--- src/source/fpm_seq.sv ---
module fpm_seq (
	input logic f2strob,
	input logic _0_d_,
	input logic req,
	output logic ack,
	output logic load,
	output logic commit
);

	typedef enum logic [1:0] {
		st_idle = 2'd0,
		st_busy = 2'd1,
		st_done = 2'd2
	} seq_state_t;

	seq_state_t state;

	// operands go in on the edge that first sees req
	assign load = (state == st_idle) & req;
	assign ack = (state == st_done);

	// busy lasts two cycles, commit marks the second
	always_ff @(posedge f2strob or negedge _0_d_) begin
		if (!_0_d_) begin
			state <= st_idle;
			commit <= 1'b0;
		end else begin
			case (state)
				st_idle: begin
					if (req)
						state <= st_busy;
				end
				st_busy: begin
					commit <= ~commit;
					if (commit)
						state <= st_done;
				end
				st_done: begin
					// hold until host lets go
					if (!req)
						state <= st_idle;
				end
				default: state <= st_idle;
			endcase
		end
	end

endmodule

--- config.mk ---
export PLATFORM = sky130hd
export DESIGN_NAME = fpm_seq
export DESIGN_NICKNAME = d
export VERILOG_FILES = /design/src/source/fpm_seq.sv
export SDC_FILE = /design/constraint.sdc
export NUM_CORES = 1
export LEC_CHECK = 0
export BUFFER_PORTS_ARGS = -buffer_cell sky130_fd_sc_hd__buf_2
export CORE_AREA = 2 2 39 41
export DETAILED_ROUTE_END_ITERATION = 8
export DIE_AREA = 0 0 41 43
export HOLD_SLACK_MARGIN = 0.05
export PLACE_DENSITY = 0.3
export RECOVER_POWER = 50
export SETUP_SLACK_MARGIN = 0.2
export SLEW_MARGIN = 20
export SYNTH_ARGS = -nofsm -noshare
export SYNTH_HDL_FRONTEND = slang
export SYNTH_SLANG_ARGS = --single-unit
--- constraint.sdc ---
create_clock -name f2strob -period 1.2 [get_ports f2strob]
set_input_delay 0.3 -clock f2strob [delete_from_list [all_inputs] [get_ports f2strob]]
set_output_delay 0.3 -clock f2strob [all_outputs]
set_load 0.01 [all_outputs]
# Word level (Yosys, flattened, before mapping)
# Cells that the tools add are included.
# W data, S select, Z words.
[word_totals]
register_bits = 3
inputBits = 3
output_inout_bits = 3
[classes]
n_eq_ne = 5
n_mux = 4
n_bitwise = 2
reduce_logical = 2
[ops]
columns = ["op", "count"]
rows = [
  ["$mux W2", 3],
  ["$ne A2 B2 Y1 const B", 3],
  ["$pmux W2 S3", 1],
  ["$reduce_and A3 Y1", 1],
  ["$eq A2 B1 Y1 const B", 1],
  ["$eq A2 B2 Y1 const B", 1],
  ["$logic_not A2 Y1", 1],
  ["$and A1 B1 Y1", 1],
  ["$not A1 Y1", 1],
]

# Depth between registers and ports, before layout
[logic_depth]
word_depth = 3
mapped_depth = 2

# Worst setup path before layout
# Ideal clock, no wire load.
[synth_timing]
path_kind = "flip-flop to output port"
start = "register state[0]"
end = "output load"
t_arrival_ps = 739
required_time_ps = 900
slack_ps = 161
stages_incl_launch_ff = 2
n_path_buf = 0
path_cell_list = "dfrtp_1 -> nor3b_1"
[synth_between]
elab_chain_cells = 2
[synth_lines]
columns = ["item", "line", "text"]
rows = [
  ["from (decl)", "16", "seq_state_t state;"],
  ["from (signal assigned)", "25", "state <= st_idle;"],
  ["from (signal assigned)", "31", "state <= st_busy;"],
  ["from (signal assigned)", "36", "state <= st_done;"],
  ["$logic_not A2 Y1", "19", "assign load = (state == st_idle) & req;"],
  ["$and A1 B1 Y1", "19", ""],
  ["to (decl)", "6", "output logic load,"],
]
# No other way between the ends.

# Worst setup path after layout
# Same ends and word-level chain as after synthesis.

==> run_summary.xml <==
<?xml version="1.0" encoding="UTF-8"?>
<metrics>
  <group name="outcome">
    <metric name="run_status" unit="">finished with violations</metric>
    <metric name="violations" unit="">setup timing</metric>
  </group>
  <group name="sta">
    <metric name="finalCriticalPeriod" unit="ns">1.253</metric>
    <metric name="timing.fmax" unit="GHz">0.7980</metric>
    <metric name="timing.setup.tns" unit="ns">-0.08687</metric>
    <metric name="timing_max_transition_violations_final" unit="">0</metric>
    <metric name="timing.clock.skew" unit="ns">0.004803</metric>
    <metric name="hold_ws" unit="ns">0.3387</metric>
    <metric name="slew_headroom" unit="%">89.45</metric>
    <metric name="post-route-period-util" unit="%">104.4</metric>
    <metric name="rsz_0062_raised_after_global_routing" unit="">true</metric>
    <metric name="report.final.hold_viol_count" unit="">0</metric>
    <metric name="worst_max_slew_pin_slew" unit="ns">0.1582</metric>
    <metric name="finish_stage_setup_viols" unit="">2</metric>
    <metric name="post_route_setup_slack" unit="ns">-0.05313</metric>
  </group>
  <group name="floorplan">
    <metric name="overall_die_height" unit="um">43</metric>
    <metric name="placement_rows" unit="">14</metric>
    <metric name="initial_core_util" unit="%">9.855</metric>
    <metric name="die_area" unit="um2">1763</metric>
    <metric name="ioPinCount" unit="">6</metric>
    <metric name="fp.dieW" unit="um">41</metric>
    <metric name="floorplan.core_area" unit="um2">1384</metric>
  </group>
  <group name="setup_path">
    <metric name="critical_path.endpoint" unit="">load</metric>
    <metric name="timing_worst_setup_path_type" unit="">reg -&gt; out</metric>
    <metric name="cp_bufs_invs" unit="">1</metric>
    <metric name="setup_slack_of_the_most_critical_reg_to_reg_path" unit="ns">0.19</metric>
    <metric name="critical_path.startpoint" unit="">state[0]</metric>
    <metric name="cp_cell_sequence" unit="">nor3b_2, buf_2</metric>
    <metric name="path_delay_family" unit="">flip-flops</metric>
    <metric name="timing.critical_path.fanout_max" unit="">3</metric>
    <metric name="startpoint_of_the_worst_slack_reg_to_reg_timing_path" unit="">state[0]</metric>
    <metric name="end_kind" unit="">primary output</metric>
    <metric name="worstRegToRegCells" unit="">4</metric>
    <metric name="r2r_end" unit="">state[1]</metric>
    <metric name="timing.critical_path.slowest_cell_delay" unit="ns">0.40</metric>
    <metric name="worst_setup_path_start_kind" unit="">flip-flop</metric>
    <metric name="critPathSlowestCell" unit="">sky130_fd_sc_hd__dfrtp_1</metric>
    <metric name="crit_cells" unit="">2</metric>
    <metric name="critPathArrivalTime" unit="ns">0.95</metric>
    <metric name="required" unit="ns">0.90</metric>
  </group>
  <group name="global_route">
    <metric name="globalRoute.totalOverflow" unit="">0</metric>
    <metric name="grt_first_pass_wirelength" unit="um">517</metric>
    <metric name="largest_net_degree_at_the_start_of_global_routing" unit="">5</metric>
    <metric name="antenna_found_initial" unit="">0</metric>
    <metric name="grt_usage" unit="%">4.940</metric>
    <metric name="first_global_vias" unit="">129</metric>
  </group>
  <group name="finish">
    <metric name="fillerInstances" unit="">153</metric>
    <metric name="final_layout_size_suffix_gt1_share" unit="%">48.00</metric>
    <metric name="layout.cells.most_common" unit="">sky130_fd_sc_hd__buf_2</metric>
    <metric name="antennaDiodeCount" unit="">0</metric>
    <metric name="seqCellArea" unit="um2">75.07</metric>
    <metric name="area_growth_from_synthesis_to_final_layout" unit="%">78.90</metric>
    <metric name="multi_input_comb_area" unit="um2">62.56</metric>
    <metric name="final_net_count" unit="">29</metric>
    <metric name="most-common-layout-cells" unit="">sky130_fd_sc_hd__buf_2, sky130_fd_sc_hd__nand2b_1, sky130_fd_sc_hd__clkbuf_4, sky130_fd_sc_hd__dfrtp_1, sky130_fd_sc_hd__buf_4</metric>
    <metric name="utilization" unit="%">17.63</metric>
  </group>
  <group name="min_path">
    <metric name="hold_wc_path_type" unit="">in -&gt; reg</metric>
    <metric name="hold-path-cell-count" unit="">2</metric>
    <metric name="hold_path_startpoint" unit="">req</metric>
  </group>
  <group name="clock_tree">
    <metric name="cts_tree" unit="">built</metric>
    <metric name="worst_skew_pair.late_latency" unit="ns">0.23</metric>
    <metric name="clock_tree.buffer_depth" unit="">2</metric>
    <metric name="ctsRootBufferMaster" unit="">sky130_fd_sc_hd__clkbuf_4</metric>
    <metric name="sinks_on_the_clock_net" unit="">3</metric>
    <metric name="cts_max_level" unit="">1</metric>
    <metric name="clock_slew_at_the_register_clock_pins_of_the_worst_setup_and_hold_paths" unit="ns">0.04</metric>
    <metric name="tritoncts.num_buffers" unit="">3</metric>
  </group>
  <group name="flow_run">
    <metric name="maxCapViolCount" unit="">0</metric>
  </group>
  <group name="power">
    <metric name="leakage" unit="uW">0.0001150</metric>
    <metric name="sw_frac_of_total" unit="%">33.39</metric>
    <metric name="combinationalPowerShare" unit="%">44.4</metric>
    <metric name="switchingPower" unit="uW">226.7</metric>
    <metric name="clockPowerShare" unit="%">25.8</metric>
    <metric name="cell_internal_pwr" unit="uW">452.3</metric>
    <metric name="p_total" unit="uW">679.1</metric>
    <metric name="powerDensity" unit="nW/um2">2783</metric>
    <metric name="irDropWorstVdd" unit="mV">0.9516</metric>
    <metric name="seq_power_share" unit="%">29.8</metric>
  </group>
  <group name="routing">
    <metric name="dr_total_vias" unit="">127</metric>
    <metric name="detail_route.vias_per_cell" unit="">3.098</metric>
    <metric name="first_pass_iters" unit="">2</metric>
    <metric name="detailedRoute.firstIterationViolations" unit="">1</metric>
    <metric name="wl_per_cell" unit="um">7.854</metric>
    <metric name="detail_route.drc_violations" unit="">0</metric>
    <metric name="finalWirelength" unit="um">322</metric>
    <metric name="antenna_left" unit="">0</metric>
  </group>
  <group name="place">
    <metric name="place.detailed.hpwl" unit="um">207.2</metric>
    <metric name="gp_congestion" unit="">0.6200</metric>
    <metric name="io_buffer_count" unit="">5</metric>
    <metric name="preCtsSetupSlack" unit="ns">0.1685</metric>
  </group>
  <group name="yosys">
    <metric name="syn_area" unit="um2">136.4</metric>
    <metric name="post_synth_net_total" unit="">15</metric>
    <metric name="synth.avg_cell_area" unit="um2">11.37</metric>
    <metric name="yosysWarningCount" unit="">0</metric>
    <metric name="ys_seq_area_share" unit="%">55.05</metric>
    <metric name="synth.lib_cells_used.distinct" unit="">8</metric>
    <metric name="ys_seq_elements" unit="">3</metric>
    <metric name="postSynthCellCount" unit="">12</metric>
  </group>
</metrics>
[through the flow]
| step | cell area, um2 | std cells |
|---|---|---|
| floorplan | 141.4 | 12 |
| global placement | 186.4 | 33 |
| detailed placement | 186.4 | 33 |
| CTS | 245.2 | 41 |
| global route | 244.0 | 41 |
| finish | 244.0 | 41 |
[power groups by stage]
stage	Sequential (uW)	Clock, uW	Combinational (uW)
floorplan	214	0	136
global placement	214	0	210
detailed placement	215	0	212
CTS	200	185	304
global route	207	203	331
finish	202	175	302
[state kept, by name, summed over array words and instances, names as in the netlist]
name and cells:
state 2, commit 1
[cell type report]
cell class	instances	area share (%)
clock buffers	4	10.77
inverters	1	1.538
multi-input cells	8	25.64
flip-flops and latches	3	30.77
well taps	16	8.205
repair buffers	9	23.08
[synthesized netlist by cell type]
cell / number / area share [%]
sky130_fd_sc_hd__xnor2_1: 1 / 6.4
sky130_fd_sc_hd__nand2b_1: 3 / 14
sky130_fd_sc_hd__a21oi_1: 1 / 3.7
sky130_fd_sc_hd__inv_1: 1 / 2.7
sky130_fd_sc_hd__nor2b_2: 1 / 6.4
sky130_fd_sc_hd__o2bb2ai_1: 1 / 6.4
sky130_fd_sc_hd__dfrtp_1: 3 / 55
sky130_fd_sc_hd__nor3b_1: 1 / 5.5
[worst min path at each step]
| stage | endpoint | slack, ns |
|---|---|---|
| after floorplan | commit | 0.004 |
| after global placement | commit | 0.1 |
| after detailed placement | commit | 0.1 |
| after CTS | state[1] | 0.33 |
| after global routing | state[1] | 0.33 |
| final | state[1] | 0.34 |
[per-layer routing]
| layer | part of all wire (%) | global-route usage, % | up-vias |
|---|---|---|---|
| li1 | - | - | 64 |
| met3 | 20 | 6.283 | 0 |
| met5 | 0 | 0 | - |
| met1 | 48 | 6.189 | 54 |
| met4 | 0 | 2.000 | 0 |
| met2 | 32 | 4.688 | 9 |
[timing repair]
| item | CTS | global route |
|---|---|---|
| pin swaps | 1 | 1 |
| gates resized for setup | 0 | 0 |
| endpoints found under the hold margin | 3 | 0 |
| setup buffers | 3 | 0 |
| hold buffers | 1 | 0 |
| setup endpoints to repair | 3 | 5 |
[cells by family (layout without fill, tap and decap cells)]
family          count (synthesis)  count (layout)  synth area share (%)
simple gates                    5               5                 25.69
flops                           3               3                 55.04
compound gates                  2               2                 10.09
xor+xnor                        1               1                 6.423
buf+inv                         1              14                 2.750
Note: power is estimated with default switching activity, not from simulation.
