<file path="config.mk">
export PLATFORM = sky130hd
export DESIGN_NAME = sign_unit_flat
export DESIGN_NICKNAME = d
export VERILOG_FILES = /design/src/source/fpm_op_pkg.sv /design/src/source/fpm_if.sv /design/src/source/sign_unit.sv /design/src/flat_wrapper.sv
export SDC_FILE = /design/constraint.sdc
export NUM_CORES = 1
export LEC_CHECK = 0
export BUFFER_PORTS_ARGS = -buffer_cell sky130_fd_sc_hd__buf_2
export CAP_MARGIN = 10
export CORE_AREA = 2 2 39 41
export CTS_CLUSTER_DIAMETER = 40
export DETAILED_ROUTE_END_ITERATION = 10
export DIE_AREA = 0 0 41 43
export PLACE_DENSITY = 0.53
export SYNTH_ARGS = -nofsm -noshare
export SYNTH_HDL_FRONTEND = slang
export SYNTH_SLANG_ARGS = --single-unit
</file>
<file path="constraint.sdc">
create_clock -name f2strob -period 1 [get_ports f2strob]
set_input_delay 0.1 -clock f2strob [delete_from_list [all_inputs] [get_ports f2strob]]
set_output_delay 0.1 -clock f2strob [all_outputs]
set_load 0.05 [all_outputs]
</file>
<file path="src/source/fpm_op_pkg.sv">
package fpm_op_pkg;

	localparam int OP_W = 2;

	// floating operation codes, in decoder order af, sf, mf, df
	typedef enum logic [OP_W-1:0] {
		OP_AF = 2'd0,
		OP_SF = 2'd1,
		OP_MF = 2'd2,
		OP_DF = 2'd3
	} fpm_op_t;

	// af and sf need exponent alignment
	function automatic logic is_add_class(input fpm_op_t op);
		logic r;
		r = (op == OP_AF) || (op == OP_SF);
		return r;
	endfunction

	// b enters the adder complemented for everything but mf
	function automatic logic b_compl(input fpm_op_t op);
		logic r;
		r = (op != OP_MF);
		return r;
	endfunction

endpackage

</file>
<file path="src/source/fpm_if.sv">


interface sgn_status_if;

	logic sgn_prod;
	logic sgn_a;
	logic sgn_b_eff;
	logic res_zero_mul;
	logic res_zero_add;
	logic div0;

	modport src (
		output sgn_prod, sgn_a, sgn_b_eff, res_zero_mul, res_zero_add, div0
	);

	modport dst (
		input sgn_prod, sgn_a, sgn_b_eff, res_zero_mul, res_zero_add, div0
	);

endinterface

</file>
<file path="src/source/sign_unit.sv">
module sign_unit import fpm_op_pkg::*; (
	input logic f2strob,
	input logic _0_d_,
	input logic load,
	input fpm_op_t op,
	input logic sgn_a,
	input logic sgn_b,
	input logic zero_a,
	input logic zero_b,
	sgn_status_if.src ss
);

	fpm_op_t op_q;
	logic sa_q;
	logic sb_q;
	logic za_q;
	logic zb_q;
	logic add;

	// mantissa status as presented with the operands
	always_ff @(posedge f2strob) begin
		if (load) begin
			op_q <= op;
			sa_q <= sgn_a;
			sb_q <= sgn_b;
			za_q <= zero_a;
			zb_q <= zero_b;
		end
	end

	assign add = is_add_class(op_q);

	always_ff @(posedge f2strob or negedge _0_d_) begin
		if (!_0_d_) begin
			ss.sgn_prod <= 1'b0;
			ss.sgn_a <= 1'b0;
			ss.sgn_b_eff <= 1'b0;
			ss.res_zero_mul <= 1'b0;
			ss.res_zero_add <= 1'b0;
			ss.div0 <= 1'b0;
		end else begin
			ss.sgn_prod <= sa_q ^ sb_q;
			ss.sgn_a <= sa_q;
			// subtract flips b before the compare
			ss.sgn_b_eff <= sb_q ^ (op_q == OP_SF);
			ss.res_zero_mul <= ~add & za_q;
			ss.res_zero_add <= add & za_q & zb_q;
			ss.div0 <= (op_q == OP_DF) & zb_q;
		end
	end

endmodule

</file>
<file path="src/flat_wrapper.sv">
// flat-port wrapper written by rule: the top's interface ports become plain ports
module sign_unit_flat import fpm_op_pkg::*;
  (f2strob, _0_d_, load, op, sgn_a, sgn_b, zero_a, zero_b, ss_sgn_prod, ss_sgn_a, ss_sgn_b_eff, ss_res_zero_mul, ss_res_zero_add, ss_div0);
  sgn_status_if ss_i ();
  input logic f2strob;
  input logic _0_d_;
  input logic load;
  input fpm_op_t op;
  input logic sgn_a;
  input logic sgn_b;
  input logic zero_a;
  input logic zero_b;
  output wire logic [$bits(ss_i.sgn_prod)-1:0] ss_sgn_prod;
  output wire logic [$bits(ss_i.sgn_a)-1:0] ss_sgn_a;
  output wire logic [$bits(ss_i.sgn_b_eff)-1:0] ss_sgn_b_eff;
  output wire logic [$bits(ss_i.res_zero_mul)-1:0] ss_res_zero_mul;
  output wire logic [$bits(ss_i.res_zero_add)-1:0] ss_res_zero_add;
  output wire logic [$bits(ss_i.div0)-1:0] ss_div0;
  assign ss_sgn_prod = ss_i.sgn_prod;
  assign ss_sgn_a = ss_i.sgn_a;
  assign ss_sgn_b_eff = ss_i.sgn_b_eff;
  assign ss_res_zero_mul = ss_i.res_zero_mul;
  assign ss_res_zero_add = ss_i.res_zero_add;
  assign ss_div0 = ss_i.div0;
  sign_unit u_core (.f2strob(f2strob), ._0_d_(_0_d_), .load(load), .op(op), .sgn_a(sgn_a), .sgn_b(sgn_b), .zero_a(zero_a), .zero_b(zero_b), .ss(ss_i));
endmodule
</file>
---- After elaboration in Yosys (flattened, before gate mapping) ----
Index checks and enable logic that the tools add are counted.
operators by class
  add/sub/neg operators ................... 0
  multipliers ............................. 0
  div/mod/pow operators ................... 0
  magnitude comparators ................... 0
  equal/unequal tests ..................... 2
  shift operators ......................... 0
  mux-type cells .......................... 0
  bitwise operators ....................... 7
  reductions and logical operators ........ 2
operators with widths
  cell                                            count
  bitwise AND 1 bit                               4
  == test 2 x 1 -> 1 bit (second input constant)  1
  == test 2 bit (second input constant)           1
  logical NOT 2 bit                               1
  XOR 1 bit                                       2
  logical OR 1 bit                                1
  inverter 1 bit                                  1
word-level totals
  flip-flop bits (word level) ............. 12
  latch bits .............................. 0
  RAM bits ................................ 0
  bits in read-only memories .............. 0
  output and inout port bits .............. 6
  word-level logic and storage cells ...... 22
  memories kept ........................... 0

---- Depth between registers and ports, before layout ----
  depth after elaboration ................. 4
  depth in mapped cells ................... 2
  gate-level depth less buffers ........... 2

---- Worst setup path after synthesis ----
OpenSTA, ideal clock, no wires.
  kind .................................... reg-to-reg
  start ................................... register u_core.op_q[1]
  end ..................................... register u_core.ss.sgn_b_eff
  setup time .............................. 0.123 ns
  data arrival time ....................... 0.628 ns
  path slack .............................. 0.249 ns
  stages on the path, launching flop included .. 3
  clock period less this slack ............ 0.751 ns
  cells stage by stage .................... edfxtp_1 -> nand2b_4 -> xnor2_1
on the way
  longest elaborated chain between the ends .. 2
RTL lines
  what                    line             text
  start, declared         sign_unit.sv:13  fpm_op_t op_q;
  start signal, assigned  sign_unit.sv:23  op_q <= op;
  == test 2 x 1 -> 1 bit  sign_unit.sv:45  ss.sgn_b_eff <= sb_q ^ (op_q == OP_SF);
  XOR 1 bit               sign_unit.sv:45
  end signal, assigned    sign_unit.sv:45
  end, declared           fpm_if.sv:13     output sgn_prod, sgn_a, sgn_b_eff, res_zero_mul, res_zero_add, div0
Every way passes these cells.
A chain may end at the register's enable or synchronous reset.

---- Worst setup path after layout ----
  start ................................... register u_core.ss.div0
  end ..................................... output port ss_div0
RTL lines
  what                    line                text
  start, declared         fpm_if.sv:13
  start signal, assigned  sign_unit.sv:48     ss.div0 <= (op_q == OP_DF) & zb_q;
  end, declared           flat_wrapper.sv:18  output wire logic [$bits(ss_i.div0)-1:0] ss_div0;
No word-level cell between the ends.

==> out/results.txt <==
status -> finished, final reports clean
Detail Route Antenna Nets -> 0
Worst Path Buf+Inv -> 1
# resized after CTS -> 0
Antenna Cells -> 0
final period utilization -> 94.83%
num ports -> 15
Gate Count Post-Synth -> 18
Reg clk slew, reported paths -> 0.07 ns
Placer Congestion -> 0.6237
Setup TNS Final -> 0 ns
final global-route overflow total -> 0
synthesized cell area -> 386.6 sq um
Hold Startpoint -> load
Crit Reg-Reg Startpoint -> u_core.op_q[1]$_DFFE_PP_
critical path peak fanout -> 1
Hold WS -> 0.1324 ns
layout cells sized above 1 -> 51.16%
syn avg cell area -> 21.48 sq um
wire length per cell -> 8.627 um
port bufs -> 14
final wirelength -> 509 um
Core Box Area -> 1384 sq um
Setup Viol. Count Final -> 0
worst-margin pin slew -> 0.2495 ns
Power Density -> 1931 nW/um^2
met2 wire length -> 282 um
NumNets Final -> 53
Worst path slowest cell -> dfrtp_1
initial core utilization -> 27.94%
crit path kind -> reg -> out
Yosys cell types -> 8
Remaining DRCs -> 0
Peak VDD IR -> 0.7518 mV
Worst Skew -> 0.004023 ns
Switching Share -> 24.81%
die height -> 43 um
leading area contributor after synthesis -> edfxtp_1
Fillers -> 137
initial antenna violation count -> 0
CP max stage delay -> 0.33 ns
crit path DAT -> 0.85 ns
f_max -> 1055 MHz
part of the power in registers -> 51.6%
Yosys top cell area share -> 46.60%
die width -> 41 um
Met1 Wirelength -> 160 um
Int Pwr -> 846.8 uW
gate family responsible for the most delay along the worst path -> flip-flops
Slew Viols, Final -> 0
switching power -> 279.3 uW
vias per inst -> 4.017
wire length on met3 -> 66 um
Slew Limit Headroom -> 83.48%
max-cap check violation count -> 0
Leakage -> 0.2720 nW
Clk pwr share -> 32.9%
YS warnings -> 0
worst min-delay path class -> in -> reg
minimum clock period -> 0.9483 ns
combinational power share -> 15.4%
GRT Total Usage -> 7.692%
vias in the first global route -> 238
die area -> 1763 sq um
CP startpoint kind -> register
Rows -> 14
largest cells by area after synthesis -> edfxtp_1 47%, dfrtp_1 39%, nand2b_4 3.6%
worst path cell trace -> buf_2
Post-Syn Nets -> 27
CTS tree -> built
CTS sink cnt -> 12
RSZ-0062 raised after global routing -> false
DR vias -> 237
CTS buffer count -> 3
Crit. End Element -> output pin
largest net degree at the start of global routing -> 8
first-pass GRT wire length -> 855 um
Yosys reg bits -> 12
initial DRC count -> 0
clk root buf -> clkbuf_4
Final Hold Fails -> 0
worst-skew pair later-pin latency -> 0.26 ns
Critical Path Source -> u_core.ss.div0$_DFF_PN0_
top routing layer used -> met3
Critical Path RT -> 0.90 ns
Layout area overhead -> 50.81%
H-tree Lvls -> 1
maximum clock insertion buffer count -> 2
register area share after synthesis -> 85.44%
First-pass DRT Iterations -> 1
## logic make-up after synthesis
group	share of synthesized area [%]
AND/OR/NAND/NOR	10.03
XOR/XNOR	4.532
flip-flops	85.44
## flip-flops by register name, summed over array words and instances, names as in the netlist
register / count
u_core.za_q: 1
u_core.sa_q: 1
u_core.ss.sgn_prod: 1
u_core.ss.res_zero_add: 1
u_core.ss.sgn_a: 1
u_core.ss.div0: 1
u_core.ss.res_zero_mul: 1
u_core.ss.sgn_b_eff: 1
u_core.sb_q: 1
u_core.zb_q: 1
u_core.op_q: 2
## layout make-up
| type | count | area (sq um) | share of cell area [%] |
|---|---|---|---|
| well taps | 16 | 20.02 | 3.433 |
| clock buffers | 4 | 36.28 | 6.223 |
| flip-flops and latches | 12 | 330.3 | 56.65 |
| repair buffers | 21 | 140.1 | 24.03 |
| multi-input cells | 6 | 56.30 | 9.657 |
## repair_timing
action	in CTS	in global routing
buffers inserted	0	0
endpoints found under the hold margin	11	1
hold buffers	6	1
## metrics by stage
step / util (%) / worst slack (ns) / power (mW) / cell area (sq um) / instances
global route: 42.13 / 0.007049 / 1.193 / 583.1 / 59
global placement: 34.45 / 0.2351 / 0.7424 / 476.7 / 48
floorplan: - / 0.2494 / 0.6968 / 386.6 / 18
CTS: 41.41 / 0.03665 / 1.141 / 573.1 / 58
detailed placement: 34.45 / 0.2096 / 0.7486 / 476.7 / 48
finish: 42.13 / 0.05174 / 1.126 / 583.1 / 59
## per-layer routing
layer  GRT usage, %  up-vias
met5              0        -
met4          6.000        0
met3          4.712        0
met2          12.19       15
met1          6.207      109
li1               -      113
## final timing paths
path / endpoint / slack [ns] / cells past startpoint
max reg2reg: u_core.ss.sgn_b_eff$_DFF_PN0_ / 0.21 / 2
min: u_core.op_q[0]$_DFFE_PP_ / 0.13 / 1
min in group asynchronous: u_core.ss.div0$_DFF_PN0_ / 0.18 / 2
min reg2reg: u_core.ss.sgn_a$_DFF_PN0_ / 0.41 / 0
max: ss_div0 / 0.05 / 1
max in group asynchronous: u_core.ss.res_zero_add$_DFF_PN0_ / 0.68 / 2
## cells in the mapped netlist (all sizes together)
| library cell | instances |
|---|---|
| dfrtp | 6 |
| edfxtp | 6 |
| and2 | 1 |
| and3 | 1 |
| and3b | 1 |
| nand2b | 1 |
| xnor2 | 1 |
| xor2 | 1 |
## power groups by stage
stage	combinational [mW]	clock (mW)	sequential, mW
2_1_floorplan	0.0212	0	0.676
3_3_place_gp	0.153	0	0.590
3_5_place_dp	0.155	0	0.594
4_1_cts	0.173	0.386	0.583
5_1_grt	0.186	0.420	0.587
6_report	0.174	0.371	0.581
## cell usage in the layout (no fill, tap or decap)
cell type      synthesis  final
and2_2                 1      1
and3_2                 1      1
and3b_2                1      1
buf_2                  0     14
clkbuf_4               0      3
clkbuf_8               0      1
dfrtp_1                6      6
dlygate4sd3_1          0      7
edfxtp_1               6      6
nand2b_4               1      1
xnor2_1                1      1
xor2_1                 1      1
(Power assumes the default switching activity.)
